<file path="src/fetch_params.svh">
`ifndef FETCH_PARAMS_SVH
`define FETCH_PARAMS_SVH

// data and address width.
`define XLEN 32

// first fetch address after reset.
`define RESET_PC 32'h8000_0000

// fetch queue entries, power of two.
`define FETCH_QUEUE_DEPTH 4

`endif

</file>
<file path="src/fetch_types_pkg.sv">
`include "fetch_params.svh"

package fetch_types_pkg;

    // instruction address.
    typedef logic [`XLEN-1:0] pc_t;

    // one RV32I instruction word.
    typedef logic [31:0] inst_t;

    // pc_gen bus sequencing.
    typedef enum logic [1:0] {
        FETCH_IDLE = 2'd0, // no bus cycle open.
        FETCH_BUS  = 2'd1, // waiting for ack.
        FETCH_PUSH = 2'd2  // word held for the queue.
    } fetch_state_e;

endpackage

</file>
<file path="src/rv_isa_pkg.sv">
package rv_isa_pkg;

    // major opcode, inst[6:0].
    typedef logic [6:0] opcode_t;

    localparam opcode_t OPC_LOAD   = 7'b000_0011;
    localparam opcode_t OPC_STORE  = 7'b010_0011;
    localparam opcode_t OPC_BRANCH = 7'b110_0011;
    localparam opcode_t OPC_JALR   = 7'b110_0111;
    localparam opcode_t OPC_JAL    = 7'b110_1111;

    // class handed to the core with each word.
    typedef enum logic [2:0] {
        KIND_OTHER  = 3'd0,
        KIND_JAL    = 3'd1,
        KIND_JALR   = 3'd2,
        KIND_BRANCH = 3'd3,
        KIND_LOAD   = 3'd4,
        KIND_STORE  = 3'd5
    } inst_kind_e;

endpackage

</file>
<file path="src/fetch_stream_if.sv">
`timescale 1ns/1ps

interface fetch_stream_if;

    logic                   valid;
    logic                   ready;
    logic                   flush; // driven by the consumer side.
    fetch_types_pkg::pc_t   pc;
    fetch_types_pkg::inst_t word;

    modport source (
        output valid,
        output pc,
        output word,
        input  ready,
        input  flush
    );

    modport sink (
        input  valid,
        input  pc,
        input  word,
        output ready,
        output flush
    );

endinterface

</file>
<file path="src/pc_gen.sv">
`timescale 1ns/1ps
`include "fetch_params.svh"

module pc_gen (
    input  logic                   clk,
    input  logic                   rst_n,
    input  logic                   redir_valid,
    input  fetch_types_pkg::pc_t   redir_pc,
    output logic                   wb_cyc,
    output logic                   wb_stb,
    output fetch_types_pkg::pc_t   wb_adr,
    input  fetch_types_pkg::inst_t wb_dat_i,
    input  logic                   wb_ack,
    fetch_stream_if.source         push
);

    fetch_types_pkg::fetch_state_e state;
    fetch_types_pkg::pc_t          pc;       // next address to fetch.
    fetch_types_pkg::pc_t          fetch_pc; // address of the open or held fetch.
    fetch_types_pkg::inst_t        word_q;
    logic                          discard;  // open cycle is stale.
    logic                          drop_word;
    logic                          word_ready;
    logic                          start_fetch;

    assign start_fetch = (state == fetch_types_pkg::FETCH_IDLE) && !redir_valid && push.ready;
    assign word_ready  = ((state == fetch_types_pkg::FETCH_BUS) && wb_ack) ||
                         (state == fetch_types_pkg::FETCH_PUSH);
    assign drop_word   = discard || push.flush;

    assign push.valid = word_ready && !drop_word;
    assign push.pc    = fetch_pc;
    assign push.word  = (state == fetch_types_pkg::FETCH_PUSH) ? word_q : wb_dat_i;

    assign wb_stb = wb_cyc;   // single read per cycle.
    assign wb_adr = fetch_pc; // held until ack.

    always_ff @(posedge clk or negedge rst_n) begin
        if (!rst_n) begin
            state   <= fetch_types_pkg::FETCH_IDLE;
            pc      <= `RESET_PC;
            wb_cyc  <= 1'b0;
            discard <= 1'b0;
        end else begin
            case (state)
                fetch_types_pkg::FETCH_IDLE: begin
                    if (redir_valid) begin
                        pc <= redir_pc;
                    end else if (push.ready) begin
                        state  <= fetch_types_pkg::FETCH_BUS;
                        wb_cyc <= 1'b1;
                    end
                end
                fetch_types_pkg::FETCH_BUS: begin
                    if (wb_ack) begin
                        wb_cyc  <= 1'b0;
                        discard <= 1'b0;
                        if (redir_valid) begin
                            pc    <= redir_pc;
                            state <= fetch_types_pkg::FETCH_IDLE;
                        end else if (discard) begin
                            state <= fetch_types_pkg::FETCH_IDLE; // stale word dropped.
                        end else if (push.ready) begin
                            pc    <= pc + `XLEN'd4;
                            state <= fetch_types_pkg::FETCH_IDLE;
                        end else begin
                            state <= fetch_types_pkg::FETCH_PUSH;
                        end
                    end else if (redir_valid) begin
                        pc      <= redir_pc;
                        discard <= 1'b1; // let the cycle finish, ignore its data.
                    end
                end
                fetch_types_pkg::FETCH_PUSH: begin
                    if (redir_valid) begin
                        pc    <= redir_pc;
                        state <= fetch_types_pkg::FETCH_IDLE;
                    end else if (push.ready) begin
                        pc    <= pc + `XLEN'd4;
                        state <= fetch_types_pkg::FETCH_IDLE;
                    end
                end
                default: begin
                    state <= fetch_types_pkg::FETCH_IDLE;
                end
            endcase
        end
    end

    always_ff @(posedge clk) begin
        if (start_fetch) begin
            fetch_pc <= pc;
        end
        if ((state == fetch_types_pkg::FETCH_BUS) && wb_ack) begin
            word_q <= wb_dat_i; // kept in case the queue is full.
        end
    end

endmodule

</file>
<file path="src/fetch_queue.sv">
`timescale 1ns/1ps
`include "fetch_params.svh"

module fetch_queue (
    input  logic           clk,
    input  logic           rst_n,
    fetch_stream_if.sink   push,
    fetch_stream_if.source pop
);

    localparam int DEPTH = `FETCH_QUEUE_DEPTH;
    localparam int PTR_W = $clog2(DEPTH);
    localparam logic [PTR_W:0] FULL_COUNT = (PTR_W + 1)'(DEPTH);

    fetch_types_pkg::pc_t   pc_mem   [DEPTH];
    fetch_types_pkg::inst_t word_mem [DEPTH];
    logic [PTR_W-1:0]       wr_ptr;
    logic [PTR_W-1:0]       rd_ptr;
    logic [PTR_W:0]         count;
    logic                   do_push;
    logic                   do_pop;

    assign push.ready = (count != FULL_COUNT);
    assign push.flush = pop.flush; // upstream sees the same flush.

    assign pop.valid = (count != '0);
    assign pop.pc    = pc_mem[rd_ptr];
    assign pop.word  = word_mem[rd_ptr];

    // flush wins over both ends.
    assign do_push = push.valid && push.ready && !pop.flush;
    assign do_pop  = pop.valid && pop.ready && !pop.flush;

    always_ff @(posedge clk or negedge rst_n) begin
        if (!rst_n) begin
            wr_ptr <= '0;
            rd_ptr <= '0;
            count  <= '0;
        end else if (pop.flush) begin
            wr_ptr <= '0;
            rd_ptr <= '0;
            count  <= '0;
        end else begin
            if (do_push) begin
                wr_ptr <= wr_ptr + 1'b1; // wraps, depth is a power of two.
            end
            if (do_pop) begin
                rd_ptr <= rd_ptr + 1'b1;
            end
            case ({do_push, do_pop})
                2'b10:   count <= count + 1'b1;
                2'b01:   count <= count - 1'b1;
                default: count <= count;
            endcase
        end
    end

    always_ff @(posedge clk) begin
        if (do_push) begin
            pc_mem[wr_ptr]   <= push.pc;
            word_mem[wr_ptr] <= push.word;
        end
    end

endmodule

</file>
<file path="src/predecode_issue.sv">
`timescale 1ns/1ps
`include "fetch_params.svh"

module predecode_issue (
    input  logic                   clk,
    input  logic                   rst_n,
    fetch_stream_if.sink           pop,
    input  logic                   ex_redirect,
    input  fetch_types_pkg::pc_t   ex_redirect_pc,
    output logic                   inst_valid,
    input  logic                   inst_ready,
    output fetch_types_pkg::pc_t   inst_pc,
    output fetch_types_pkg::inst_t inst_word,
    output rv_isa_pkg::inst_kind_e inst_kind,
    output logic                   redir_valid,
    output fetch_types_pkg::pc_t   redir_pc
);

    rv_isa_pkg::opcode_t  opcode;
    fetch_types_pkg::pc_t j_imm;
    fetch_types_pkg::pc_t jal_target;
    logic                 armed;     // set one cycle after reset.
    logic                 jal_taken;

    always_ff @(posedge clk or negedge rst_n) begin
        if (!rst_n) begin
            armed <= 1'b0;
        end else begin
            armed <= 1'b1;
        end
    end

    assign opcode = pop.word[6:0];

    always_comb begin
        case (opcode)
            rv_isa_pkg::OPC_JAL:    inst_kind = rv_isa_pkg::KIND_JAL;
            rv_isa_pkg::OPC_JALR:   inst_kind = rv_isa_pkg::KIND_JALR;
            rv_isa_pkg::OPC_BRANCH: inst_kind = rv_isa_pkg::KIND_BRANCH;
            rv_isa_pkg::OPC_LOAD:   inst_kind = rv_isa_pkg::KIND_LOAD;
            rv_isa_pkg::OPC_STORE:  inst_kind = rv_isa_pkg::KIND_STORE;
            default:                inst_kind = rv_isa_pkg::KIND_OTHER;
        endcase
    end

    // J-type immediate, sign from bit 31.
    assign j_imm = {{(`XLEN - 20){pop.word[31]}}, pop.word[19:12], pop.word[20],
                    pop.word[30:21], 1'b0};
    assign jal_target = pop.pc + j_imm;

    assign inst_valid = armed && pop.valid && !ex_redirect; // head is stale on redirect.
    assign inst_pc    = pop.pc;
    assign inst_word  = pop.word;
    assign pop.ready  = armed && inst_ready && !ex_redirect;

    assign jal_taken = inst_valid && inst_ready && (inst_kind == rv_isa_pkg::KIND_JAL);

    // execute stage outranks the jal.
    assign redir_valid = armed && (ex_redirect || jal_taken);
    assign redir_pc    = ex_redirect ? ex_redirect_pc : jal_target;
    assign pop.flush   = redir_valid;

endmodule

</file>
<file path="src/fetch_top.sv">
`timescale 1ns/1ps

module fetch_top (
    input  logic                   clk,
    input  logic                   rst_n,
    output logic                   wb_cyc,
    output logic                   wb_stb,
    output logic                   wb_we,
    output fetch_types_pkg::pc_t   wb_adr,
    input  fetch_types_pkg::inst_t wb_dat_i,
    input  logic                   wb_ack,
    input  logic                   ex_redirect,
    input  fetch_types_pkg::pc_t   ex_redirect_pc,
    output logic                   inst_valid,
    input  logic                   inst_ready,
    output fetch_types_pkg::pc_t   inst_pc,
    output fetch_types_pkg::inst_t inst_word,
    output rv_isa_pkg::inst_kind_e inst_kind
);

    logic                 redir_valid;
    fetch_types_pkg::pc_t redir_pc;

    fetch_stream_if push_bus ();
    fetch_stream_if pop_bus ();

    assign wb_we = 1'b0; // read-only master.

    pc_gen pc_gen_inst (
        .clk         (clk),
        .rst_n       (rst_n),
        .redir_valid (redir_valid),
        .redir_pc    (redir_pc),
        .wb_cyc      (wb_cyc),
        .wb_stb      (wb_stb),
        .wb_adr      (wb_adr),
        .wb_dat_i    (wb_dat_i),
        .wb_ack      (wb_ack),
        .push        (push_bus.source)
    );

    fetch_queue fetch_queue_inst (
        .clk   (clk),
        .rst_n (rst_n),
        .push  (push_bus.sink),
        .pop   (pop_bus.source)
    );

    predecode_issue predecode_issue_inst (
        .clk            (clk),
        .rst_n          (rst_n),
        .pop            (pop_bus.sink),
        .ex_redirect    (ex_redirect),
        .ex_redirect_pc (ex_redirect_pc),
        .inst_valid     (inst_valid),
        .inst_ready     (inst_ready),
        .inst_pc        (inst_pc),
        .inst_word      (inst_word),
        .inst_kind      (inst_kind),
        .redir_valid    (redir_valid),
        .redir_pc       (redir_pc)
    );

endmodule

</file>
<file path="config.mk">
export PLATFORM = sky130hd
export DESIGN_NAME = fetch_top
export DESIGN_NICKNAME = d
export VERILOG_FILES = /design/src/fetch_types_pkg.sv /design/src/rv_isa_pkg.sv /design/src/fetch_stream_if.sv /design/src/pc_gen.sv /design/src/fetch_queue.sv /design/src/predecode_issue.sv /design/src/fetch_top.sv
export VERILOG_INCLUDE_DIRS = /design/src
export SDC_FILE = /design/constraint.sdc
export NUM_CORES = 1
export LEC_CHECK = 0
export BUFFER_PORTS_ARGS = -buffer_cell sky130_fd_sc_hd__clkbuf_2
export CORE_MARGIN = 2
export CORE_UTILIZATION = 40
export CTS_CLUSTER_DIAMETER = 100
export DETAILED_ROUTE_END_ITERATION = 10
export PLACE_DENSITY = 0.6
export SYNTH_ARGS = -nofsm -noshare
export SYNTH_HDL_FRONTEND = slang
export SYNTH_SLANG_ARGS = --single-unit
</file>
<file path="constraint.sdc">
create_clock -name clk -period 7.6 [get_ports clk]
set_input_delay 0.38 -clock clk [delete_from_list [all_inputs] [get_ports clk]]
set_output_delay 0.38 -clock clk [all_outputs]
set_load 0.005 [all_outputs]
</file>
==> out/metrics.cfg <==
[outcome]
status = finished clean

[yosys]
synth_most_common_cell = edfxtp_1
synth_top_cells_by_area = edfxtp_1 (58%), mux4_2 (8.2%), dfrtp_1 (6.5%)
ys_types = 75
synth_top_area_share_pct = 58.1
seq_area_frac_synth_pct = 64.8
synth.largest_area_cell = edfxtp_1
synth_nets = 1222
yosys_warnings = 0
syn_avg_cell_area_um2 = 14.9
synthTopCellsByCount = edfxtp_1 (320), nand2_1 (87), a21oi_1 (75), mux4_2 (60), o21ai_0 (51)
postSynthCellCount = 1111
synth_area_um2 = 16500
ys_async_sr_fraction_pct = 12.1
synth_edf_count = 320
synth-seq-cells = 364
synth_ff_type = edfxtp_1

[place]
dp_hpwl_um = 28500
port_buffers = 170
dp_cells = 1774
place.gp.congestion = 0.863

[sta]
skew_ns = 0.0142
clock.fmax_mhz = 210
relSlewSlack_pct = 20.3
finalHoldViolCount = 0
tightest_slew_ns = 1.19
grt_setup_unrepaired = false
period_minus_slack_ns = 4.76
fin_setup_tns_ns = 0
drv_slew = 0
finalCritPeriodShare_pct = 62.7
setup_viol = 0

[global_route]
antenna_found_initial = 1
grt_max_degree = 65
grt_pass1_wl_um = 64500
grt_usage_pct = 19.5
grt_remaining_overflow = 0
grt_pass1_vias = 10400

[clock_tree]
cts_root_buf = clkbuf_16
cts.repair.resized = 0
cts_tree = built
clkLatencyLatePin_ns = 0.53
clk_pin_slew_ns = 0.06
clock-sinks = 364
cts_max_level = 2
clockBufferDepth = 3
cts_made_buffers = 39
postCtsSetupBuffers = 0

[critical_path]
crit_fanout = 64
end_kind = register
startpoint = fetch_queue_inst.rd_ptr[0]
criticalPathCategory = reg -> reg
r2r_start = fetch_queue_inst.rd_ptr[0]
startpoint_type = register
reg2reg_depth = 6
r2r_slack_ns = 2.84
cp.arrival_ns = 4.91
cp-endpoint = fetch_queue_inst.pc_mem[0][10]
r2r-end = fetch_queue_inst.pc_mem[0][10]
cp_data_required_time_ns = 7.74

[drt]
drtPass1Iterations = 5
vias = 10600
wl_per_cell_um = 23.1
drtAntennaViolNets = 0
drc = 0
drtIter0Drc = 734
drt-total-wl_um = 42600
via_per_inst = 5.73

[worst_hold_path]
holdCritPathClass = in -> reg

[flow_run]
cap_violations = 0

[final_layout]
area_growth_pct = 16.3
diodes = 0
fill_cells = 3609
utilization_pct = 47.1
nNetsFinal = 1395
multi_input_area_um2 = 5550
register_area_um2 = 10700
final_cells = 1846
drive_above_1_share_pct = 26.7

[floorplan]
dieWidth_um = 207
io_pins = 172
fp.coreArea_um2 = 40800
die_y_um = 207
dieArea_um2 = 43000
num_rows = 74
start_util_pct = 40.5

[power_and_ir_drop]
vdd_drop_max_uv = 198
p_leak_nw = 6.85
powerDensity_nw_per_um2 = 369

## placed cells by master (no fill, tap or decap), types with 22 or more instances in the layout
master     netlist  final
nand3_1         22     22
mux2_2          33     33
nor2_1          49     49
nand2_1         87     87
o21ai_0         51     51
clkbuf_16        0     41
mux4_2          60     60
edfxtp_1       320    320
ha_1            40     39
dfrtp_1         43     41
a21oi_1         75     75
clkbuf_2         0    170
## routing by layer
metal  global-route usage [%]  vias up  wire length, um
met3                     3.96       72             2800
met2                     31.3      403            20100
met4                     4.14        2              883
met1                     27.7     5322            18800
li1                         -     4784                -
met5                        0        -               14
## power breakdown
part           leakage (nW)  total, mW  switching (mW)  internal, mW
Combinational          2.74       2.23            1.33         0.899
Clock                 0.617       1.89           0.767          1.12
Sequential             3.50       2.97           0.321          2.65
Total                  6.85       7.09            2.42          4.67
## layout make-up
cell class / instances / area share, %
clock inverter: 21 / 1.07
multi-input combinational: 679 / 28.9
timing repair buffer: 184 / 4.99
tap: 532 / 3.46
inverter: 16 / 0.313
clock buffer: 50 / 5.52
sequential: 364 / 55.8
## cells by family (layout without fill, tap and decap cells)
family	after synthesis	in the layout	synth area share (%)
mux	106	106	11.6
simple gates	251	251	7.46
xor+xnor	26	26	1.38
buf+inv	68	271	1.70
compound gates	252	252	9.73
flops	364	364	64.8
fa+ha+maj	42	42	3.27
other cells	2	2	0.0454
## worst max-delay path, cell delays in order, from the launching register on
cell and delay (ns):
dfrtp_4 0.86, mux4_1 0.71, nand4b_2 0.17, o31a_1 0.76, nand2_1 0.22, nor3_1 0.61, and2_4 0.96
## worst min-delay path by stage
stage / slack [ns] / depth (start not counted) / to / startpoint
after floorplan: 0.08 / 0 / fetch_queue_inst.count[0] / rst_n
after global placement: 0.43 / 0 / pc_gen_inst.push.pc[0] / pc_gen_inst.pc[0]
after detailed placement: 0.44 / 0 / pc_gen_inst.push.pc[0] / pc_gen_inst.pc[0]
after CTS: 0.02 / 1 / pc_gen_inst.word_q[11] / wb_dat_i[11]
after global routing: 0.02 / 1 / pc_gen_inst.word_q[14] / wb_dat_i[14]
final: 0.04 / 1 / pc_gen_inst.word_q[29] / wb_dat_i[29]
## state kept, by name (all words and copies together), names as in the netlist
signal,flops
pc_gen_inst.wb_cyc,1
predecode_issue_inst.armed,1
fetch_queue_inst.word_mem,128
fetch_queue_inst.count,3
pc_gen_inst.discard,1
fetch_queue_inst.pc_mem,128
pc_gen_inst.pc,32
fetch_queue_inst.rd_ptr,2
pc_gen_inst.state,2
fetch_queue_inst.wr_ptr,2
pc_gen_inst.push.pc,32
pc_gen_inst.word_q,32
## what timing repair did
item | CTS | global route
endpoints found under the hold margin | 43 | 0
hold buffers | 1 | 0
endpoints found under the setup margin | 0 | 0
## metrics by stage
step | total power [mW] | hold WS (ns) | worst slack (ns) | area [um2]
floorplan | 4.38 | 0.0844 | 3.19 | 16500
global placement | 5.19 | 0.430 | 2.88 | 17900
detailed placement | 5.23 | 0.441 | 2.73 | 17900
CTS | 7.14 | 0.0218 | 2.75 | 19200
global route | 7.48 | 0.0240 | 2.44 | 19200
finish | 7.09 | 0.0383 | 2.84 | 19200
Power figures use the tool's default switching activity.
